===== config.mk =====
export PLATFORM = sky130hd
export DESIGN_NAME = io_sequencer
export DESIGN_NICKNAME = d
export VERILOG_FILES = /design/src/bk_bus_pkg.sv /design/src/vhd_pkg.sv /design/src/io_sequencer.sv
export VERILOG_INCLUDE_DIRS = /design/src
export SDC_FILE = /design/constraint.sdc
export NUM_CORES = 1
export LEC_CHECK = 0
export BUFFER_PORTS_ARGS = -buffer_cell sky130_fd_sc_hd__buf_2
export CAP_MARGIN = 20
export CORE_MARGIN = 4
export CORE_UTILIZATION = 55
export DETAILED_ROUTE_END_ITERATION = 6
export PLACE_DENSITY = 0.74
export SYNTH_ARGS = -nofsm -noshare
export SYNTH_HDL_FRONTEND = slang
export SYNTH_SLANG_ARGS = --single-unit

===== constraint.sdc =====
create_clock -name clk_sys -period 6.3 [get_ports clk_sys]
set_input_delay 1.89 -clock clk_sys [delete_from_list [all_inputs] [get_ports clk_sys]]
set_output_delay 1.89 -clock clk_sys [all_outputs]
set_load 0.1 [all_outputs]

===== src/disk_macros.svh =====
`ifndef DISK_MACROS_SVH
`define DISK_MACROS_SVH

// Controller registers on the CPU bus
`define BK_ADDR_MODE     16'o177130
`define BK_ADDR_LBA      16'o177132

// Word in CPU memory that receives the error code
`define BK_ADDR_ERRCODE  16'o52

// Extended memory mode after reset
`define BK_MODE_RESET    16'o140

// One sector in 16-bit words
`define BK_SECTOR_WORDS  256

// First disk number that has no partition entry
`define BK_MAX_DISK      125

// Image header, "BKHD" in read order
`define BK_HDD_SIG       32'h424B4844
`define BK_HDD_VER       8'd1

`endif


===== src/bk_bus_pkg.sv =====
`default_nettype none

package bk_bus_pkg;

	typedef logic [15:0] bk_word_t;
	typedef logic [15:0] bk_addr_t;

	// Which controller register the bus cycle selects
	typedef enum logic [1:0] {
		sel_none,
		sel_mode,
		sel_lba
	} bk_sel_t;

	// Codes posted to the error word
	typedef enum logic [7:0] {
		err_ok      = 8'd0,
		err_range   = 8'd5,
		err_no_disk = 8'd6,
		err_param   = 8'd10
	} bk_err_t;

endpackage

`default_nettype wire


===== src/vhd_pkg.sv =====
`default_nettype none

package vhd_pkg;

	typedef logic [31:0] lba_t;
	typedef logic [7:0]  sector_idx_t;
	typedef logic [31:0] hdr_word_t;

	typedef enum logic {
		mem_read,
		mem_write
	} mem_op_t;

	typedef enum logic [4:0] {
		st_idle,
		// Parameter fetch
		st_par_r3,
		st_par_disk,
		st_par_r0,
		st_par_r1,
		st_par_r2,
		st_par_psw,
		st_par_err,
		st_check,
		// Disk read
		st_rd_sect,
		st_rd_wait,
		st_rd_fetch,
		st_rd_copy,
		st_rd_mem,
		// Disk write
		st_wr_sect,
		st_wr_mem,
		st_wr_store,
		st_wr_wait,
		// Result
		st_result,
		st_res_psw,
		st_res_end
	} io_state_t;

endpackage

`default_nettype wire


===== src/io_sequencer.sv =====
`default_nettype none

`include "disk_macros.svh"

module io_sequencer (
	input  logic                 clk_sys,
	input  logic                 reset,
	input  logic                 start,
	input  bk_bus_pkg::bk_addr_t sp,
	input  logic                 abort,
	input  logic                 done,
	input  bk_bus_pkg::bk_word_t rdata,
	input  logic                 sd_busy,
	input  logic                 mounted,
	input  vhd_pkg::hdr_word_t   hdr_word,
	input  logic [15:0]          buf_rdata,
	output logic                 busy,
	output logic                 req,
	output vhd_pkg::mem_op_t     op,
	output bk_bus_pkg::bk_addr_t addr,
	output bk_bus_pkg::bk_word_t wdata,
	output logic                 rd_req,
	output logic                 wr_req,
	output vhd_pkg::lba_t        lba,
	output logic [6:0]           hdr_index,
	output vhd_pkg::sector_idx_t buf_addr,
	output logic [15:0]          buf_wdata,
	output logic                 buf_we
);

	import bk_bus_pkg::*;
	import vhd_pkg::*;

	io_state_t state;
	bk_err_t   err_code;
	bk_addr_t  sp_r;
	bk_addr_t  vaddr;
	bk_word_t  psw;
	bk_word_t  err_word;
	hdr_word_t part_start;
	hdr_word_t part_end;
	logic [7:0]  disk;
	logic        is_write;
	logic [15:0] total;
	logic [8:0]  part;
	logic [8:0]  chunk;
	lba_t        last_blk;

	// Words moved with the next sector
	assign chunk = (total < 16'(`BK_SECTOR_WORDS)) ? total[8:0] : 9'(`BK_SECTOR_WORDS);
	// Block after the last one the request touches
	assign last_blk = lba + ((32'(total) + 32'(`BK_SECTOR_WORDS) - 32'd1) / 32'(`BK_SECTOR_WORDS));

	always_ff @(posedge clk_sys) begin
		if (reset) begin
			state  <= st_idle;
			busy   <= 1'b0;
			req    <= 1'b0;
			rd_req <= 1'b0;
			wr_req <= 1'b0;
			buf_we <= 1'b0;
		end else begin
			req    <= 1'b0;
			rd_req <= 1'b0;
			wr_req <= 1'b0;
			buf_we <= 1'b0;
			if (abort) begin
				busy  <= 1'b0;
				state <= st_idle;
			end else begin
				case (state)
					st_idle: begin
						if (start) begin
							busy  <= 1'b1;
							sp_r  <= sp;
							addr  <= sp + 16'd6;
							op    <= mem_read;
							req   <= 1'b1;
							state <= st_par_r3;
						end
					end
					// R3 points at the parameter block
					st_par_r3: begin
						if (done) begin
							addr  <= rdata + 16'o34;
							req   <= 1'b1;
							state <= st_par_disk;
						end
					end
					st_par_disk: begin
						if (done) begin
							disk      <= rdata[7:0];
							hdr_index <= rdata[6:0] + 7'd2;
							addr      <= sp_r;
							req       <= 1'b1;
							state     <= st_par_r0;
						end
					end
					st_par_r0: begin
						if (done) begin
							part_start <= hdr_word;
							lba        <= hdr_word + 32'(rdata);
							hdr_index  <= hdr_index + 7'd1;
							addr       <= sp_r + 16'd2;
							req        <= 1'b1;
							state      <= st_par_r1;
						end
					end
					// Negative length means write
					st_par_r1: begin
						if (done) begin
							is_write <= rdata[15];
							total    <= rdata[15] ? (~rdata + 16'd1) : rdata;
							addr     <= sp_r + 16'd4;
							req      <= 1'b1;
							state    <= st_par_r2;
						end
					end
					st_par_r2: begin
						if (done) begin
							part_end <= hdr_word;
							vaddr    <= rdata;
							addr     <= sp_r + 16'd8;
							req      <= 1'b1;
							state    <= st_par_psw;
						end
					end
					st_par_psw: begin
						if (done) begin
							psw   <= rdata;
							addr  <= `BK_ADDR_ERRCODE;
							req   <= 1'b1;
							state <= st_par_err;
						end
					end
					st_par_err: begin
						if (done) begin
							err_word <= rdata;
							state    <= st_check;
						end
					end
					st_check: begin
						if (!mounted || part_start == '0 || part_end == '0 || disk == 8'd0
							|| disk >= 8'(`BK_MAX_DISK)) begin
							err_code <= err_no_disk;
							state    <= st_result;
						end else if (total == 16'd0 || vaddr[0]) begin
							err_code <= err_param;
							state    <= st_result;
						end else if (last_blk > part_end) begin
							err_code <= err_range;
							state    <= st_result;
						end else if (is_write) begin
							state <= st_wr_sect;
						end else begin
							state <= st_rd_sect;
						end
					end
					st_rd_sect: begin
						if (!sd_busy) begin
							rd_req <= 1'b1;
							part   <= chunk;
							total  <= total - 16'(chunk);
							state  <= st_rd_wait;
						end
					end
					st_rd_wait: begin
						if (!sd_busy) begin
							buf_addr <= '0;
							state    <= st_rd_fetch;
						end
					end
					// Buffer read latency
					st_rd_fetch: begin
						state <= st_rd_copy;
					end
					st_rd_copy: begin
						addr  <= vaddr;
						wdata <= buf_rdata;
						op    <= mem_write;
						req   <= 1'b1;
						state <= st_rd_mem;
					end
					st_rd_mem: begin
						if (done) begin
							vaddr    <= vaddr + 16'd2;
							buf_addr <= buf_addr + 8'd1;
							part     <= part - 9'd1;
							if (part != 9'd1) begin
								state <= st_rd_fetch;
							end else if (total != 16'd0) begin
								lba   <= lba + 32'd1;
								state <= st_rd_sect;
							end else begin
								err_code <= err_ok;
								state    <= st_result;
							end
						end
					end
					st_wr_sect: begin
						part     <= chunk;
						total    <= total - 16'(chunk);
						buf_addr <= '0;
						addr     <= vaddr;
						op       <= mem_read;
						req      <= 1'b1;
						state    <= st_wr_mem;
					end
					st_wr_mem: begin
						if (done) begin
							buf_wdata <= rdata;
							buf_we    <= 1'b1;
							vaddr     <= vaddr + 16'd2;
							part      <= part - 9'd1;
							state     <= st_wr_store;
						end
					end
					st_wr_store: begin
						buf_addr <= buf_addr + 8'd1;
						if (part != 9'd0) begin
							addr  <= vaddr;
							req   <= 1'b1;
							state <= st_wr_mem;
						end else begin
							wr_req <= 1'b1;
							state  <= st_wr_wait;
						end
					end
					st_wr_wait: begin
						if (!sd_busy) begin
							if (total != 16'd0) begin
								lba   <= lba + 32'd1;
								state <= st_wr_sect;
							end else begin
								err_code <= err_ok;
								state    <= st_result;
							end
						end
					end
					// Error word keeps its high byte
					st_result: begin
						addr  <= `BK_ADDR_ERRCODE;
						wdata <= {err_word[15:8], err_code};
						op    <= mem_write;
						req   <= 1'b1;
						state <= st_res_psw;
					end
					// Carry flags the error to the caller
					st_res_psw: begin
						if (done) begin
							addr  <= sp_r + 16'd8;
							wdata <= {psw[15:1], err_code != err_ok};
							req   <= 1'b1;
							state <= st_res_end;
						end
					end
					st_res_end: begin
						if (done) begin
							busy  <= 1'b0;
							state <= st_idle;
						end
					end
					default: begin
						busy  <= 1'b0;
						state <= st_idle;
					end
				endcase
			end
		end
	end

endmodule

`default_nettype wire


Word level (Yosys, flattened, before mapping) --
Cells that the tools add are included.
Storage, ports and cells: flip-flop bits (word level) 276, word-level logic and storage cells 224
Operators by class: add/subtract/negate cells 17, $lt $le $gt $ge 3, equal/unequal tests 41, muxes and demuxes 77, bitwise gates (word level) 7, reductions and logical operators 55
Operators with widths (number):
- two-way mux 16 bit | 14
- two-way mux 32 bit | 5
- case mux 16 bit (10 select lines) | 1
- two-way mux 5 bit | 22
- case mux 5 bit (21 select lines) | 1
- case mux 16 bit (3 select lines) | 2
- case mux 32 bit (3 select lines) | 1
- two-way mux 8 bit | 9
- zero test 32 bit | 2
- equality test 5 x 4 -> 1 bit (second input constant) | 8
- AND reduction 4 bit | 10
- inequality test 2 bit (second input constant) | 17
- adder 16 x 2 -> 16 bit (second input constant) | 2
- adder 16 x 3 -> 16 bit (second input constant) | 2
- adder 32 x 1 -> 32 bit (second input constant) | 1
- adder 32 x 16 -> 32 bit | 1
- adder 32 x 24 -> 32 bit | 1
- greater-than comparator 32 bit | 1
- case mux 16 bit (2 select lines) | 1
- case mux 8 bit (4 select lines) | 1
- two-way mux 9 bit | 3
- case mux 9 bit (3 select lines) | 1
- equality test 5 bit (second input constant) | 5
- AND reduction 5 bit | 5
- 47 further kinds | 84

Longest topological paths before layout --
Gate-level depths: netlist of run 1.
depth in word-level cells 8, mapped depth 22

Worst setup path after synthesis of run 1 --
OpenSTA, ideal clock, no wires.
kind flip-flop to flip-flop, start point register total[1], end point register err_code[0], enable pin, setup time 0.339 ns, data arrival time 5.260 ns, data required time 5.961 ns, slack 0.701 ns, stages on the path, launching flop included 22, period minus slack after synthesis 5.599 ns, cells stage by stage edfxtp_1 -> or4_4 -> or3_1 -> and3_1 -> and3_1 -> nand2_1 -> xnor2_1 -> ha_1 -> or3_1 -> o21ai_0 -> a21oi_1 -> a311oi_1 -> nor3_1 -> xor2_1 -> ha_1 -> and4_1 -> nor4b_1 -> a21boi_1 -> a2111oi_0 -> o2bb2ai_1 -> o21ai_1 -> a21oi_1
Between the ends: cells in the longest elaborated chain, start to end 6, elaborated cells on any way between the ends 8, those cells by class add/sub (3); order compare (1); eq/ne (1); reduce/logical (3)
RTL lines:
- from (decl) | RTL line io_sequencer.sv:44 | logic [15:0] total;
- from (signal assigned) | RTL line io_sequencer.sv:113 | total <= rdata[15] ? (~rdata + 16'd1) : rdata;
- from (signal assigned) | RTL line io_sequencer.sv:163 | total <= total - 16'(chunk);
- from (signal assigned) | RTL line io_sequencer.sv:202 | total <= total - 16'(chunk);
- adder 16 x 9 -> 17 bit | RTL line io_sequencer.sv:52 | assign last_blk = lba + ((32'(total) + 32'(`BK_SECTOR_WORDS) - 32'd1) / 32'(`BK_SECTOR_WORDS));
- subtractor 17 x 1 -> 18 bit | RTL line io_sequencer.sv:52
- adder 32 x 24 -> 32 bit | RTL line io_sequencer.sv:52
- greater-than comparator 32 bit | RTL line io_sequencer.sv:150 | end else if (last_blk > part_end) begin
- inequality test 4 bit (no line) (*)
- AND reduction 7 bit (no line) (*)
- to (signal assigned) | RTL line io_sequencer.sv:145 | err_code <= err_no_disk;
- to (signal assigned) | RTL line io_sequencer.sv:148 | err_code <= err_param;
- to (signal assigned) | RTL line io_sequencer.sv:151 | err_code <= err_range;
- to (decl) | RTL line io_sequencer.sv:35 | bk_err_t err_code;
Mark *: on every way between the ends. The rest lies on a longest branch, timed or not. A chain may end at the register's enable or synchronous reset.

Worst setup path in the final report of run 1 --
start point register total[1], end point register err_code[3], enable pin
The elaborated chain is that of the path after synthesis.

==> results of run 1 <==
cells in the mapped netlist (35+ instances only):
| master | number |
|---|---|
| nand4_1 | 36 |
| o21ai_0 | 89 |
| nor2_1 | 152 |
| inv_1 | 59 |
| a21oi_1 | 89 |
| nor3_1 | 35 |
| edfxtp_1 | 253 |
| ha_1 | 74 |
| nand3_1 | 79 |
| xor2_1 | 65 |
| clkbuf_1 | 61 |
| nand2_1 | 166 |
| xnor2_1 | 98 |
sequential cells by signal (all words and copies together), names as in the netlist, 4 cells and up:
name and cells:
buf_wdata 16, hdr_index 7, disk 8, total 16, part_start 32, err_word 8, state 5, vaddr 16
sp_r 16, err_code 4, buf_addr 8, addr 16, psw 15, lba 32, part 9, wdata 16
part_end 32
worst max-delay path: cells and delay by family, from the launching register on:
| kind | cells | cell delay [ns] |
|---|---|---|
| and+or+nand+nor | 9 | 2.53 |
| AOI/OAI and AO/OA | 8 | 1.55 |
| adders and majority gates | 2 | 0.59 |
| DFF | 1 | 0.46 |
| xor gates and xnor gates | 2 | 0.28 |
| buffers and inverters | 1 | 0.19 |
path summary, 6_finish.rpt:
check,endpoint,cells after the start
setup reg to reg,err_code[3],22
setup / recovery,err_code[3],22
hold / removal,busy,2
hold reg to reg,busy,2
final cells by class:
type                            count  share of cell area [%]
Clock buffer                       33                    4.01
Tap cell                          384                    2.60
Antenna cell                        1                  0.0135
Sequential cell                   263                    42.2
Multi-Input combinational cell   1232                    42.8
Clock inverter                     20                    1.12
Inverter                           61                    1.24
Timing Repair Buffer              210                    6.02
power groups by stage:
stage	Combinational (uW)	Sequential, uW	Clock, uW
2_1_floorplan	607	2270	0
3_3_place_gp	1080	2100	0
3_5_place_dp	1080	2100	0
4_1_cts	1090	2060	1730
5_1_grt	1190	2070	1810
6_report	1110	2060	1710
kinds of logic after synthesis:
logic type                 synth area share (%)
buffers and inverters                      3.17
DFF                                        48.4
xor gates and xnor gates                   8.86
AOI/OAI and AO/OA                          13.7
other                                    0.0233
muxes                                     0.939
adders and majority gates                  5.99
and+or+nand+nor                            18.9
per-stage QoR:
step | instance area [um2] | hold slack (ns) | util [%] | worst slack (ns) | cells
floorplan | 16100 | 0.544 | - | 0.701 | 1629
global placement | 17400 | 0.518 | 60.6 | 0.355 | 2149
CTS | 18400 | 0.558 | 64.0 | 0.156 | 2203
finish | 18500 | 0.552 | 64.2 | 0.379 | 2204
global route | 18500 | 0.594 | 64.2 | 0.0549 | 2204
detailed placement | 17500 | 0.540 | 60.7 | 0.198 | 2150
per-layer routing:
metal	wire [um]	share of wire (%)	track usage (%)	up-vias
met3	4050	8.3	4.93	138
met1	19700	41	39.9	6599
met5	17	0.035	0	-
met4	1920	3.9	10.9	2
met2	22900	47	48.5	690
li1	-	-	-	6389
==> out/results.tsv, run 1 <==
metric	value	unit
multi-input logic area	7900	um2
CP Max Fanout	6	
Worst-path clk slew	0.07	ns
crit path time final	5.92	ns
total track usage	29.6	%
IO Pins	188	
clock share of power	35.0	%
Crit. Startpoint	total[1]	
switching share of power	31.7	%
Synthesis Warnings	0	
Comb pwr share	22.7	%
WL/cell	22.1	um
IO Port Bufs	187	
clk buf depth	3	
number of nets with antenna violations after routing	0	
mean post-synth cell area	9.89	um2
ys flop type	edfxtp_1	
RR Startpoint	total[1]	
status	finished clean	
placeable core area	28800	um2
die width	179	um
P_sw	1550	uW
Final Cycle Share	94.0	%
part of the power in registers	42.3	%
CTS resizes	0	
final WL	48600	um
Post-route DRC	0	
Fin Clk Skew	0.0125	ns
largest net degree at the start of global routing	51	
full die area	32100	um2
pwr/cell area	264	nW/um2
worst min path class	register to register	
# setup viols final	0	
CTS root buffer	clkbuf_16	
Pint	3330	uW
Syn Inst Count	1629	
kind of critical path	register to register	
vias	13818	
vias per inst	6.27	
Leak	0.00680	uW
drt pass-1 iters	6	
clk sinks	263	
Slowest-stage cell, CP	or4_4	
relative slew slack	36.7	%
sequential area share after synthesis	48.4	%
FP Rows	62	
fmax	169	MHz
Crit path required time	6.54	ns
Setup Fix Bufs, Post-CTS	0	
total CTS buffers	29	
H-tree depth	1	
hpwl dp	35400	um
worst hold path startpoint	busy	
Post-synth EDFFs	253	
initial antenna violation count	4	
Worst-Margin Slew	0.947	ns
Hold Vio Cnt, Final	0	
Initial Util	56.0	%
later-pin clock latency in the skew report	0.56	ns
global-route wire length before repair	74100	um
layout overhead on the synthesized area	14.6	%
register area	7800	um2
gr ovfl total	0	
Data arrival, critical path	6.16	ns
layout cells sized above 1	15.6	%
Die H	179	um
R2R Setup Slk	0.38	ns
CP max stage delay	0.60	ns
commonest non-fill, non-tap cell in the layout	edfxtp_1	
GP Congestion	0.968	
worst vdd ir	0.000317	V
Post-Syn Area	16100	um2
RSZ-0062 raised after global routing	no	
Critical Path Start Type	register	
TritonCTS clock tree	yes	
post-synth top area share	47.1	%
area leader, netlist	edfxtp_1	
total design power	4880	uW
Max Cap Violations	0	
final slew viol count	0	
vias in the first global route	13246	
asr flop ratio synth	0	%
Cell Chain, Critical Path	or4_4 > or3_1 > and3_1 > and3_1 > nand2_1 > xnor2_1 > ha_1 > or3_1 > o21ai_2 > a21oi_1 > a311oi_1 > buf_4 > nor2_1 > xor2_1 > ha_1 > and4_1 > nor4b_2 > a21boi_2 > a2111oi_4 > o2bb2ai_2 > o21ai_1 > a21oi_2	
syn_nets	1792	
nets	1960	
Netlist cell types	79	
synth top area cells	edfxtp_1 47%, ha_1 5.7%, xnor2_1 5.3%	
fillers	2365	
drt initial violations	1543	
CP endpoint kind	register	
commonest cells after routing, fill and taps aside	253 x edfxtp_1, 187 x buf_2, 166 x nand2_1, 149 x nor2_1, 98 x xnor2_1	
Hold-fix buffers, CTS	0	
Yosys reg bits	263	
Fin Setup TNS	0	ns
(Power assumes the default switching activity.)
==> inputs of run 2 (changes only) <==
--- a/config.mk
+++ b/config.mk
@@ -8,10 +8,12 @@
 export LEC_CHECK = 0
 export BUFFER_PORTS_ARGS = -buffer_cell sky130_fd_sc_hd__buf_2
 export CAP_MARGIN = 20
+export CORE_ASPECT_RATIO = 0.75
 export CORE_MARGIN = 4
 export CORE_UTILIZATION = 55
 export DETAILED_ROUTE_END_ITERATION = 6
 export PLACE_DENSITY = 0.74
+export SLEW_MARGIN = 20
 export SYNTH_ARGS = -nofsm -noshare
 export SYNTH_HDL_FRONTEND = slang
 export SYNTH_SLANG_ARGS = --single-unit
==> run 2 against run 1 <==
  * Register-to-register slack worse by 0.04 ns
  * Setup slack got worse by 0.044 ns
  * Maximum frequency shrank 0.73%
  * Sequential share of layout area hardly changed
  * Power rose by 0.87%
  * Worst hold slack improved by 0.011 ns
  * Global-route usage grew 0.96 points
  * Final cell count did not move
  * Critical path depth did not move
  * Critical path type unchanged
  * Critical endpoint is now err_code[1]
  * Highest routed layer unchanged
==> out/results.tsv, run 2 (synthesis results as in run 1) <==
metric	value	unit
layout cells sized above 1	16.1	%
register area	7800	um2
CP Max Fanout	6	
commonest non-fill, non-tap cell in the layout	edfxtp_1	
largest net degree at the start of global routing	50	
placeable core area	28400	um2
pwr/cell area	266	nW/um2
drt initial violations	1635	
Crit path required time	6.59	ns
Fin Setup TNS	0	ns
Hold Vio Cnt, Final	0	
RSZ-0062 raised after global routing	no	
later-pin clock latency in the skew report	0.57	ns
final WL	50200	um
clk buf depth	3	
# setup viols final	0	
clk sinks	263	
total CTS buffers	28	
Fin Clk Skew	0.0290	ns
P_sw	1600	uW
full die area	32100	um2
R2R Setup Slk	0.33	ns
worst min path class	register to register	
FP Rows	53	
vias	13935	
relative slew slack	33.0	%
Worst-Margin Slew	1.00	ns
fillers	2340	
Leak	0.00681	uW
GP Congestion	0.954	
die width	206	um
multi-input logic area	7880	um2
worst vdd ir	0.000207	V
Comb pwr share	22.4	%
fmax	168	MHz
CP endpoint kind	register	
vias in the first global route	13078	
global-route wire length before repair	76300	um
IO Pins	188	
Final Cycle Share	94.7	%
Data arrival, critical path	6.26	ns
Worst-path clk slew	0.06	ns
part of the power in registers	42.2	%
drt pass-1 iters	6	
gr ovfl total	0	
commonest cells after routing, fill and taps aside	253 x edfxtp_1, 187 x buf_2, 165 x nand2_1, 149 x nor2_1, 98 x xnor2_1	
TritonCTS clock tree	yes	
IO Port Bufs	187	
Die H	156	um
clock share of power	35.4	%
Critical Path Start Type	register	
initial antenna violation count	2	
Max Cap Violations	0	
layout overhead on the synthesized area	14.6	%
WL/cell	22.8	um
switching share of power	32.6	%
crit path time final	5.97	ns
Pint	3320	uW
final worst setup slack	0.335	ns
vias per inst	6.32	
Initial Util	56.6	%
nets	1959	
number of nets with antenna violations after routing	0	
kind of critical path	register to register	
Setup WS pre-CTS	0.225	ns
Largest regs	lba (32), part_end (32), part_start (32)	
status	finished clean	
H-tree depth	1	
final slew viol count	0	
CTS root buffer	clkbuf_16	
total track usage	30.6	%
hpwl dp	36700	um
Post-route DRC	0	
Hold-fix buffers, CTS	0	
==> run 2: cell count changes in the layout (fill, tap and decap cells not counted), sizes merged <==
cell,before,now
inv,62,65
clkinvlp,3,4
clkbuf,33,28
==> run 2: cell type report <==
cell class,instances,area share [%]
Multi-Input combinational cell,1232,42.6
Sequential cell,263,42.2
Timing Repair Buffer,210,6.00
Clock buffer,28,3.79
Tap cell,385,2.61
Clock inverter,24,1.48
Inverter,61,1.24
Antenna cell,1,0.0135
==> run 2: repair_timing <==
action | in CTS | in global routing
buffers inserted | 0 | 2
endpoints found under the setup margin | 0 | 9
gates resized for setup | 0 | 8
==> run 2: worst max-delay path, cell delays in order, from the launching register on <==
cell and delay, ns:
edfxtp_1 0.43, or4_4 0.59, or3_1 0.44, and3_1 0.26, and3_1 0.24, nand2_1 0.09, xnor2_1 0.12, ha_1 0.28
or3_1 0.31, o21ai_0 0.18, a21oi_1 0.16, a311oi_1 0.34, buf_4 0.22, nor2_1 0.06, xor2_1 0.15, ha_1 0.30
and4_1 0.22, nor4b_2 0.17, a21boi_2 0.17, a2111oi_2 0.45, o2bb2ai_2 0.11, o21ai_1 0.26, a21oi_2 0.14
==> run 2: power by group through the flow <==
| stage | combinational, uW | sequential [uW] | clock [uW] |
|---|---|---|---|
| 2_1_floorplan | 607 | 2270 | 0 |
| 3_3_place_gp | 1060 | 2110 | 0 |
| 3_5_place_dp | 1070 | 2110 | 0 |
| 4_1_cts | 1080 | 2070 | 1750 |
| 5_1_grt | 1180 | 2080 | 1840 |
| 6_report | 1100 | 2080 | 1740 |
==> run 2: through the flow <==
step	hold slack, ns	instance area [um2]	cells	util (%)	total power [uW]
after CTS	0.576	18400	2201	64.7	4900
after global routing	0.595	18500	2204	64.9	5100
after detailed placement	0.548	17400	2149	61.3	3180
after floorplan	0.544	16100	1629	-	2880
after global placement	0.536	17400	2149	61.3	3170
final	0.563	18500	2204	64.9	4920
==> run 2: per-layer routing <==
metal	routed length, um	global-route usage [%]	up-vias
li1	-	-	6379
met2	20800	44.0	805
met1	22100	46.7	6653
met4	1290	7.68	2
met5	11	0	-
met3	6080	7.48	96
==> run 2: final timing paths <==
| check | from | to | cells past startpoint |
|---|---|---|---|
| min | busy | busy | 2 |
| max | total[1] | err_code[1] | 22 |
| max reg2reg | total[1] | err_code[1] | 22 |
| min reg2reg | busy | busy | 2 |
==> inputs of run 3 (changes only) <==
--- a/config.mk
+++ b/config.mk
@@ -11,8 +11,9 @@
 export CORE_ASPECT_RATIO = 0.75
 export CORE_MARGIN = 4
 export CORE_UTILIZATION = 55
+export CTS_CLUSTER_DIAMETER = 120
 export DETAILED_ROUTE_END_ITERATION = 6
-export PLACE_DENSITY = 0.74
+export PLACE_DENSITY = 0.76
 export SLEW_MARGIN = 20
 export SYNTH_ARGS = -nofsm -noshare
 export SYNTH_HDL_FRONTEND = slang
==> constraint.sdc (replaced) <==
create_clock -name clk_sys -period 6.75 [get_ports clk_sys]
set_input_delay 2.025 -clock clk_sys [delete_from_list [all_inputs] [get_ports clk_sys]]
set_output_delay 2.025 -clock clk_sys [all_outputs]
set_load 0.1 [all_outputs]
==> run 3 against run 2 <==
  * Global-route usage down 0.49 points
  * Largest power group unchanged
  * Critical path type unchanged
  * Sequential share of layout area is 0.19 points higher
  * Highest routed layer unchanged
  * Wire length shrank 1.7%
  * Setup slack improved by 0.13 ns
  * Power fell by 7.2%
  * Final cell count fell by 0.32%
==> out/results.tsv, run 3 (synthesis results as in run 1) <==
metric	value	unit
status	finished clean	
Top Usage Layer GRT	met1	
Fin Clk Skew	0.0234	ns
vias per inst	6.34	
Post-route DRC	0	
Buf/Inv on CP	1	
Data arrival, critical path	6.74	ns
layout overhead on the synthesized area	14.1	%
initial antenna violation count	1	
hpwl dp	36600	um
die width	206	um
nets	1954	
global-route wire length before repair	75000	um
Die H	156	um
Fin Setup TNS	0	ns
full die area	32100	um2
layout cells sized above 1	15.4	%
CP max stage delay	0.60	ns
Hold-fix buffers, CTS	0	
Leak	0.00678	uW
FP Rows	53	
antenna cell count	0	
Worst-path clk slew	0.07	ns
total track usage	30.1	%
placeable core area	28400	um2
RSZ-0062 raised after global routing	no	
met1 GRT Util	45.6	%
later-pin clock latency in the skew report	0.56	ns
crit path time final	6.29	ns
IO Pins	188	
# setup viols final	0	
Pint	3100	uW
CP Max Fanout	6	
switching share of power	32.1	%
P_sw	1470	uW
WL/cell	22.5	um
Initial Util	56.6	%
pwr/cell area	248	nW/um2
Finished Layout Cells	2197	
relative slew slack	35.4	%
Largest regs	lba (32), part_end (32), part_start (32)	
worst hold path startpoint	busy	
worst vdd ir	0.000210	V
Hold Vio Cnt, Final	0	
Max Cap Violations	0	
total CTS buffers	27	
CTS root buffer	clkbuf_16	
H-tree depth	1	
met2 Track Usage GR	42.8	%
Final Cycle Share	93.2	%
Slowest-stage cell, CP	or4_4	
Crit path required time	7.20	ns
Cell Chain, Critical Path	or4_4 > or3_1 > and3_1 > and3_1 > nand2_1 > xnor2_1 > ha_1 > or3_1 > o21ai_0 > a21oi_1 > a311oi_1 > buf_4 > nor2_1 > xor2_1 > ha_1 > and4_1 > nor4b_1 > a21boi_1 > a2111oi_0 > a2bb2oi_1 > nand4_1 > a221oi_1	
RR Startpoint	total[1]	
drt initial violations	1753	
CTS resizes	0	
vias	13918	
drt pass-1 iters	6	
hold_ws	0.560	ns
Comb pwr share	22.6	%
commonest non-fill, non-tap cell in the layout	edfxtp_1	
Setup Fix Bufs, Post-CTS	0	
TritonCTS clock tree	yes	
vias in the first global route	12905	
GP Congestion	0.972	
Crit. Startpoint	total[1]	
part of the power in registers	42.2	%
R2R Setup Slk	0.46	ns
clk buf depth	3	
final WL	49400	um
clock share of power	35.2	%
number of nets with antenna violations after routing	0	
Critical Path Start Type	register	
kind of critical path	register to register	
commonest cells after routing, fill and taps aside	253 x edfxtp_1, 187 x buf_2, 165 x nand2_1, 149 x nor2_1, 98 x xnor2_1	
clk sinks	263	
largest net degree at the start of global routing	50	
DP Cell Count	2147	
CP endpoint kind	register	
fmax	159	MHz
final slew viol count	0	
Worst-Margin Slew	0.969	ns
IO Port Bufs	187	
gr ovfl total	0	
met3 Use GR	8.62	%
worst min path class	register to register	
Crit path max-delay family	simple AND/OR/NAND/NOR gates	
-- run 3: cell types whose count changed in the layout (fill, tap and decap cells not counted), sizes merged --
| cell | before | now |
|---|---|---|
| buf | 210 | 206 |
| clkbuf | 28 | 32 |
| clkinv | 12 | 7 |
| clkinvlp | 4 | 2 |
| diode | 1 | 0 |
| inv | 65 | 66 |
-- run 3: per-stage QoR --
step | setup WS, ns | total power, uW | area, um2 | util (%)
global route | 0.0603 | 4730 | 18400 | 64.6
detailed placement | 0.498 | 2960 | 17400 | 61.2
finish | 0.462 | 4570 | 18400 | 64.6
global placement | 0.765 | 2950 | 17400 | 61.2
CTS | 0.461 | 4560 | 18400 | 64.6
floorplan | 1.15 | 2690 | 16100 | -
-- run 3: layout make-up --
class                      count  area (um2)
clock inverter                18         233
sequential                   263        7800
clock buffer                  32         724
inverter                      61         229
timing repair buffer         206        1080
multi-input combinational   1232        7850
fill                        2300       10100
tap                          385         482
-- run 3: path summary, 6_finish.rpt --
path	to	cells past startpoint
setup / recovery	state[2]	22
setup reg to reg	state[2]	22
hold reg to reg	busy	2
hold / removal	busy	2
-- run 3: worst reg2reg max path, cell delays in order, from the launching register on --
cell	delay, ns
edfxtp_1	0.47
or4_4	0.60
or3_1	0.44
and3_1	0.24
and3_1	0.23
nand2_1	0.09
xnor2_1	0.13
ha_1	0.29
or3_1	0.31
o21ai_0	0.19
a21oi_1	0.19
a311oi_1	0.33
buf_4	0.21
nor2_1	0.06
xor2_1	0.16
ha_1	0.30
and4_1	0.21
nor4b_1	0.16
a21boi_1	0.13
a2111oi_0	0.60
a2bb2oi_1	0.41
nand4_1	0.14
a221oi_1	0.28
-- run 3: metal layers --
metal | wire, um | part of all wire [%]
met2 | 20300 | 41
met5 | 8 | 0.016
met3 | 6700 | 14
met1 | 21000 | 43
met4 | 1340 | 2.7
-- run 3: power by group through the flow --
stage               Sequential, uW  Combinational (uW)  Clock, uW
finish                        1930                1030       1610
global placement              1960                 992          0
global route                  1930                1100       1700
detailed placement            1960                1000          0
CTS                           1930                1010       1630
floorplan                     2120                 567          0
